==> config.mk <==
export PLATFORM = sky130hd
export DESIGN_NAME = audio_mix_top
export DESIGN_NICKNAME = d
export VERILOG_FILES = /design/src/common/mix_pkg.sv /design/src/design/pole/pole_filter.sv /design/src/design/pole/pole_cascade.sv /design/src/design/chan_gain.sv /design/src/design/mix_sum.sv /design/src/design/credit_out.sv /design/src/design/audio_mix_top.sv
export SDC_FILE = /design/constraint.sdc
export NUM_CORES = 2
export LEC_CHECK = 0
export ABC_AREA = 1
export BUFFER_PORTS_ARGS = -buffer_cell sky130_fd_sc_hd__buf_2
export CORE_MARGIN = 5
export CORE_UTILIZATION = 38
export CTS_CLUSTER_SIZE = 25
export DETAILED_ROUTE_END_ITERATION = 7
export PLACE_DENSITY = 0.54
export REMOVE_ABC_BUFFERS = 1
export SLEW_MARGIN = 25
export SYNTH_ARGS = -nofsm -noshare
export SYNTH_HDL_FRONTEND = slang
export SYNTH_SLANG_ARGS = --single-unit
==> constraint.sdc <==
create_clock -name clk -period 13.6 [get_ports clk]
set_input_delay 0.68 -clock clk [delete_from_list [all_inputs] [get_ports clk]]
set_output_delay 0.68 -clock clk [all_outputs]
set_load 0.01 [all_outputs]
==> src/common/mix_pkg.sv <==
// mix_pkg: widths, limits and bus structs shared by the two-channel audio mixer
package mix_pkg;

    // audio sample width, signed
    localparam int SAMPLE_W = 16;
    // pole coefficient, fraction bits only (a = coef/256)
    localparam int COEF_W = 8;
    // gain is unsigned Q4.4
    localparam int GAIN_W = 8;
    localparam int GAIN_FRAC = 4;
    localparam int NUM_CH = 2;

    // output flow control
    localparam int CREDITS_MAX = 4;
    localparam int CREDIT_W = $clog2(CREDITS_MAX + 1);
    // drop counter, saturating
    localparam int DROP_W = 8;

    // two guard bits for the channel sum
    localparam int SUM_W = SAMPLE_W + 2;

    // clamp limits of a signed sample
    localparam logic signed [SAMPLE_W-1:0] SAMPLE_MAX = (2 ** (SAMPLE_W - 1)) - 1;
    localparam logic signed [SAMPLE_W-1:0] SAMPLE_MIN = -(2 ** (SAMPLE_W - 1));

    // one sample per channel
    typedef struct packed {
        logic signed [SAMPLE_W-1:0] ch0;
        logic signed [SAMPLE_W-1:0] ch1;
    } mix_frame_t;

    // per channel settings: two poles and a gain
    typedef struct packed {
        logic [COEF_W-1:0] a1;
        logic [COEF_W-1:0] a2;
        logic [GAIN_W-1:0] gain;
    } chan_cfg_t;

    typedef struct packed {
        chan_cfg_t ch0;
        chan_cfg_t ch1;
    } mix_cfg_t;

    // one output beat, clip is set when any stage saturated
    typedef struct packed {
        logic signed [SAMPLE_W-1:0] data;
        logic                       clip;
    } mix_out_t;

endpackage

==> src/design/pole/pole_filter.sv <==
// pole_filter: single-pole IIR low pass, y = a*y_prev + (1-a)*x, one shared multiplier
`timescale 1ns/10ps

module pole_filter #(
    parameter int WS = 16,
    // fraction bits of a
    parameter int WA = 8
) (
    input  logic                 clk,
    input  logic                 rst,
    input  logic                 sample,
    input  logic signed [WS-1:0] sin,
    input  logic        [WA-1:0] a,
    output logic signed [WS-1:0] sout
);

    // 1.0 in the coefficient's fixed point
    localparam logic signed [WS-1:0] ONE = WS'(1) << WA;

    logic signed [WS-1:0]   aext;
    logic signed [WS-1:0]   factor;
    logic signed [WS-1:0]   fmux;
    logic signed [2*WS-1:0] prod;
    // a*y_prev, formed between strobes
    logic signed [WS-1:0]   last_prod;

    assign aext = {{(WS - WA){1'b0}}, a};

    // strobe: (1-a)*x, otherwise a*y_prev
    always_comb begin
        factor = sample ? (ONE - aext) : aext;
        fmux   = sample ? sin : sout;
        prod   = factor * fmux;
    end

    // dropping the low WA bits of a signed product floors toward minus infinity
    always_ff @(posedge clk or posedge rst) begin
        if (rst) begin
            sout      <= '0;
            last_prod <= '0;
        end else if (sample) begin
            // a of zero passes the input straight through
            sout <= (a == '0) ? sin : last_prod + prod[WS+WA-1:WA];
        end else begin
            last_prod <= prod[WS+WA-1:WA];
        end
    end

    // a*y_prev needs a quiet cycle after each strobe
    a_strobe_gap : assert property (
        @(posedge clk) disable iff (rst) sample |=> !sample
    ) else $error("pole_filter: strobes in consecutive cycles");

endmodule

==> src/design/pole/pole_cascade.sv <==
// pole_cascade: two pole sections in series forming a two-pole low pass for one channel
`timescale 1ns/10ps

module pole_cascade
    import mix_pkg::*;
(
    input  logic                       clk,
    input  logic                       rst,
    input  logic                       sample,
    input  logic signed [SAMPLE_W-1:0] x,
    input  logic        [COEF_W-1:0]   a1,
    input  logic        [COEF_W-1:0]   a2,
    output logic signed [SAMPLE_W-1:0] y,
    // strobe aligned with y
    output logic                       sample_d
);

    logic signed [SAMPLE_W-1:0] y1;
    // strobe for the second section, one cycle late
    logic                       sample_1;

    // first section updates the cycle after the strobe
    pole_filter #(
        .WS (SAMPLE_W),
        .WA (COEF_W)
    ) i_pole_1 (
        .clk    (clk),
        .rst    (rst),
        .sample (sample),
        .sin    (x),
        .a      (a1),
        .sout   (y1)
    );

    // second section sees y1 once it has settled
    pole_filter #(
        .WS (SAMPLE_W),
        .WA (COEF_W)
    ) i_pole_2 (
        .clk    (clk),
        .rst    (rst),
        .sample (sample_1),
        .sin    (y1),
        .a      (a2),
        .sout   (y)
    );

    // strobe pipe: sample_1 feeds pole 2, sample_d marks a new y
    always_ff @(posedge clk or posedge rst) begin
        if (rst) begin
            sample_1 <= 1'b0;
            sample_d <= 1'b0;
        end else begin
            sample_1 <= sample;
            sample_d <= sample_1;
        end
    end

endmodule

==> src/design/chan_gain.sv <==
// chan_gain: registered Q4.4 gain on one channel with clamp to sample range
`timescale 1ns/10ps

module chan_gain
    import mix_pkg::*;
(
    input  logic                       clk,
    input  logic                       rst,
    input  logic                       sample_d,
    input  logic signed [SAMPLE_W-1:0] x,
    input  logic        [GAIN_W-1:0]   gain,
    output logic signed [SAMPLE_W-1:0] g,
    output logic                       clip,
    output logic                       g_valid
);

    // signed sample times gain with a zero sign bit
    localparam int PROD_W = SAMPLE_W + GAIN_W + 1;

    logic signed [PROD_W-1:0] prod;
    logic signed [PROD_W-1:0] prod_sh;

    always_comb begin
        prod    = x * $signed({1'b0, gain});
        // floor of prod/16
        prod_sh = prod >>> GAIN_FRAC;
    end

    // result only moves on the aligned strobe
    always_ff @(posedge clk) begin
        if (sample_d) begin
            if (prod_sh > SAMPLE_MAX) begin
                g    <= SAMPLE_MAX;
                clip <= 1'b1;
            end else if (prod_sh < SAMPLE_MIN) begin
                g    <= SAMPLE_MIN;
                clip <= 1'b1;
            end else begin
                g    <= prod_sh[SAMPLE_W-1:0];
                clip <= 1'b0;
            end
        end
    end

    always_ff @(posedge clk or posedge rst) begin
        if (rst) g_valid <= 1'b0;
        else     g_valid <= sample_d;
    end

endmodule

==> src/design/mix_sum.sv <==
// mix_sum: sums the gained channels at wider width, clamps, and flags clipping
`timescale 1ns/10ps

module mix_sum
    import mix_pkg::*;
(
    input  logic                       clk,
    input  logic                       rst,
    input  logic                       g_valid,
    input  logic signed [SAMPLE_W-1:0] g0,
    input  logic signed [SAMPLE_W-1:0] g1,
    input  logic                       clip0,
    input  logic                       clip1,
    output logic                       res_valid,
    output mix_out_t                   res
);

    logic signed [SUM_W-1:0]    sum_w;
    logic signed [SAMPLE_W-1:0] sum_sat;
    logic                       sum_clip;

    // sign extend both channels, two spare bits cannot overflow
    always_comb begin
        sum_w = {{(SUM_W - SAMPLE_W){g0[SAMPLE_W-1]}}, g0}
              + {{(SUM_W - SAMPLE_W){g1[SAMPLE_W-1]}}, g1};
    end

    // clamp back to sample range
    always_comb begin
        if (sum_w > SAMPLE_MAX) begin
            sum_sat  = SAMPLE_MAX;
            sum_clip = 1'b1;
        end else if (sum_w < SAMPLE_MIN) begin
            sum_sat  = SAMPLE_MIN;
            sum_clip = 1'b1;
        end else begin
            sum_sat  = sum_w[SAMPLE_W-1:0];
            sum_clip = 1'b0;
        end
    end

    // payload held between results
    always_ff @(posedge clk) begin
        if (g_valid) begin
            res.data <= sum_sat;
            // clipping anywhere upstream is reported too
            res.clip <= sum_clip | clip0 | clip1;
        end
    end

    // one-cycle valid, one cycle behind the gains
    always_ff @(posedge clk or posedge rst) begin
        if (rst) begin
            res_valid <= 1'b0;
        end else begin
            res_valid <= g_valid;
        end
    end

endmodule

==> src/design/credit_out.sv <==
// credit_out: credit-controlled output register with a saturating drop counter
`timescale 1ns/10ps

module credit_out
    import mix_pkg::*;
(
    input  logic              clk,
    input  logic              rst,
    input  logic              res_valid,
    input  mix_out_t          res,
    input  logic              credit_ret,
    output logic              out_valid,
    output mix_out_t          out_data,
    output logic [DROP_W-1:0] drop_count
);

    logic [CREDIT_W-1:0] credits;
    logic                send;

    // a result goes out only while a credit is held
    assign send = res_valid && (credits != '0);

    // spend on send, refill on return, both together cancel
    always_ff @(posedge clk or posedge rst) begin
        if (rst) begin
            credits <= CREDIT_W'(CREDITS_MAX);
        end else begin
            case ({send, credit_ret})
                2'b10:   credits <= credits - 1'b1;
                2'b01:   credits <= credits + 1'b1;
                default: credits <= credits;
            endcase
        end
    end

    always_ff @(posedge clk or posedge rst) begin
        if (rst) begin
            out_valid <= 1'b0;
        end else begin
            out_valid <= send;
        end
    end

    // beat data, only loaded when it is sent
    always_ff @(posedge clk) begin
        if (send) out_data <= res;
    end

    // result without a credit is lost, count it and stick at all ones
    always_ff @(posedge clk or posedge rst) begin
        if (rst) begin
            drop_count <= '0;
        end else if (res_valid && !send && (drop_count != '1)) begin
            drop_count <= drop_count + 1'b1;
        end
    end

    // sink must not hand back credits it never received
    a_credit_max : assert property (
        @(posedge clk) disable iff (rst) credits <= CREDIT_W'(CREDITS_MAX)
    ) else $error("credit_out: more credits returned than granted");

endmodule

==> src/design/audio_mix_top.sv <==
// audio_mix_top: two filtered, gained channels mixed onto a credit-controlled output
`timescale 1ns/10ps

module audio_mix_top
    import mix_pkg::*;
(
    input  logic              clk,
    input  logic              rst,
    input  logic              sample,
    input  mix_frame_t        in_frame,
    input  mix_cfg_t          cfg,
    input  logic              credit_ret,
    output logic              out_valid,
    output mix_out_t          out_data,
    output logic [DROP_W-1:0] drop_count
);

    // cascade outputs, valid with sample_d
    mix_frame_t                 y_frame;
    logic                       sample_d;
    logic signed [SAMPLE_W-1:0] g0;
    logic signed [SAMPLE_W-1:0] g1;
    logic                       clip0;
    logic                       clip1;
    logic                       g_valid;
    logic                       res_valid;
    mix_out_t                   res;

    // both channels share one strobe, so ch0 supplies the delayed copy
    pole_cascade i_cascade_0 (
        .clk (clk), .rst (rst), .sample (sample), .x (in_frame.ch0),
        .a1 (cfg.ch0.a1), .a2 (cfg.ch0.a2), .y (y_frame.ch0), .sample_d (sample_d)
    );
    pole_cascade i_cascade_1 (
        .clk (clk), .rst (rst), .sample (sample), .x (in_frame.ch1),
        .a1 (cfg.ch1.a1), .a2 (cfg.ch1.a2), .y (y_frame.ch1), .sample_d ()
    );

    chan_gain i_gain_0 (
        .clk (clk), .rst (rst), .sample_d (sample_d), .x (y_frame.ch0),
        .gain (cfg.ch0.gain), .g (g0), .clip (clip0), .g_valid (g_valid)
    );
    chan_gain i_gain_1 (
        .clk (clk), .rst (rst), .sample_d (sample_d), .x (y_frame.ch1),
        .gain (cfg.ch1.gain), .g (g1), .clip (clip1), .g_valid ()
    );

    mix_sum i_mix_sum (
        .clk (clk), .rst (rst), .g_valid (g_valid), .g0 (g0), .g1 (g1),
        .clip0 (clip0), .clip1 (clip1), .res_valid (res_valid), .res (res)
    );

    credit_out i_credit_out (
        .clk (clk), .rst (rst), .res_valid (res_valid), .res (res),
        .credit_ret (credit_ret), .out_valid (out_valid), .out_data (out_data),
        .drop_count (drop_count)
    );

endmodule

==> results.cfg <==
[yosys]
synth_enable_flop_cells = 68
synth_area_sq_um = 43800
ys_ff_latch = 212
synthTopCellsByCount = nand2_1 (1424), inv_1 (1337), fa_1 (590)
netlist_top_cells_area = fa_1 (27%), ha_1 (16%), nand2_1 (12%)
ys_warn_count = 0
synth-main-ff-cell = dfrtp_1
netlist.area_leader.share_pct = 27.0
synth.distinct_cells = 66
synthCells = 5792
yosysMostFrequentCell = nand2_1
avgSynthCellArea_sq_um = 7.56
synth-async-reset-ratio_pct = 67.9
yosysTopAreaCell = fa_1
ys_seq_area_share_pct = 12.9

[setup_path]
max_stage_delay_ps = 720
cp_max_fo = 70
cp-end-kind = flip-flop
startpoint_type = flip-flop
crit_path_frequent_cell = inv_1
critPathRequiredTime_ps = 14060
critPathSlowestCell = buf_4
crit_type = reg2reg
cp_data_arrival_time_ps = 9380

[timing]
final.setup.tns_ps = 0
worst_slack_ps = 4690
skew_ps = 21.8
maxSlewViolCount = 0
final-setup-viol-count = 0
max_freq_mhz = 112
tightestPinTransition_ps = 998
maxSlewHeadroom_pct = 33.2
rsz0062_at_grt = no
post-route-period-util_pct = 65.5
final_hold_viol_count = 0
period_needed_ps = 8910

[finish]
postLayoutCoreUtil_pct = 40.9
top_regs = i_credit_out.out_data: 17 flops, i_mix_sum.res: 17 flops
antennaDiodeCount = 0
nFillCells = 12000
syn_to_final_growth_pct = 6.70
multi_input_area_sq_um = 32500
regArea_sq_um = 5650
drive_gt1_share_pct = 5.22
final_nets = 7052

[global_route]
grt_pass1_vias = 37000
antenna_found_initial = 0
use_met3_pct = 1.63
overflow = 0
met2_usage_pct = 34.6
grt_max_degree = 82
grt.total_usage_pct = 19.3
grt.busiest_layer = met2
grt_pass1_wl_um = 193000
use_met1_pct = 25.8

[cts]
clk_pin_slew_ps = 60
cts_tree = built
clock-sinks = 212
clk_latency_ps = 580
cts.repair.resized = 0
clockBufferDepth = 3
htreeDepth = 1
numCtsBuffers = 29
cts-root-buf = clkbuf_16
post_cts_buffers = 0
hold_buffers = 0

[floorplan]
dieArea_sq_um = 122000
rows = 124
fp.coreArea_sq_um = 114000
die_w_um = 349
start_util_pct = 38.3
die_h_um = 349
ios = 110

[run]
max-cap-violations = 0

[outcome]
status = complete, no violations

[detailed_routing]
dr.first_iter.drc_count = 2165
via_per_inst = 4.86
detail_route.wl_per_cell_um = 16.0
wl_um = 118000
ant_nets = 0
drtPass1Iterations = 6
vias = 35700
drc_errors = 0

[placement]
preCtsSetupSlack_ps = 4670
port_buffers = 109
gp_congestion = 0.943
dp_hpwl_um = 99000

[min_path]
holdCritPathClass = in2async
cell usage in the layout (no fill, tap or decap), types with 17 or more instances in the layout:
cell       instances
clkbuf_16         29
o21ai_0          145
fa_1             590
nor3_1            28
nand3_1          163
xnor2_1           55
inv_1           1336
xor2_1            63
nand2_1         1424
a21o_1            21
a21oi_1          321
edfxtp_1          68
nand2_2           43
ha_1             560
nand4_1           17
buf_2            108
nor2_1           458
dfrtp_1          142
routing by layer:
metal  part of all wire, %  routed length, um  vias to the layer above
li1                      -                  -                    17600
met1                    45              52800                    17300
met2                    49              57900                      718
met3                   3.8               4480                      133
met4                   2.0               2320                        0
met5                     0                  0                        -
path summary, 6_finish.rpt:
| path | slack (ps) | depth (start not counted) | end | start |
|---|---|---|---|---|
| worst max-delay path | 4690 | 35 | i_cascade_1.i_pole_2.sout[15] | i_cascade_1.sample_1 |
| worst min-delay path | 250 | 2 | i_credit_out.drop_count[1] | rst |
| worst max register to register | 4690 | 35 | i_cascade_1.i_pole_2.sout[15] | i_cascade_1.sample_1 |
| worst min register to register | 420 | 0 | i_credit_out.out_data[16] | i_mix_sum.res[16] |
| max in group asynchronous | 11920 | 3 | i_cascade_0.i_pole_2.last_prod[2] | rst |
| min in group clk | 420 | 0 | i_credit_out.out_data[16] | i_mix_sum.res[16] |
through the flow:
stage / instance area, sq um / instances / hold WS [ps]
floorplan: 43200 / 5666 / 400
global placement: 45800 / 7299 / 402
detailed placement: 45800 / 7299 / 405
CTS: 46700 / 7353 / 248
global route: 46700 / 7353 / 287
finish: 46700 / 7353 / 248
cell type report:
class	instances	area share [%]
repair buffers	121	1.37
inverters	1361	11.0
flip-flops and latches	212	12.1
well taps	1512	4.05
clock buffers	40	1.75
multi-input cells	4093	69.5
clock inverters	14	0.276
worst max-delay path: cells and delay by family (launching register included):
| kind | cells | cell delay [ps] |
|---|---|---|
| adders and majority gates | 8 | 3160 |
| buffers and inverters | 10 | 2060 |
| AOI/OAI and AO/OA | 6 | 1110 |
| and+or+nand+nor | 9 | 1100 |
| xor gates and xnor gates | 2 | 820 |
| DFF | 1 | 480 |
cell families after synthesis:
logic type | after synthesis | synth area share (%)
simple gates | 2212 | 20.6
xor+xnor | 134 | 2.95
mux | 3 | 0.0743
flops | 212 | 12.9
buf+inv | 1487 | 12.9
fa+ha+maj | 1150 | 43.0
compound gates | 594 | 7.59
Power is not shown: default switching activity piles up to over one toggle a cycle in this logic, so the estimate is an artifact.
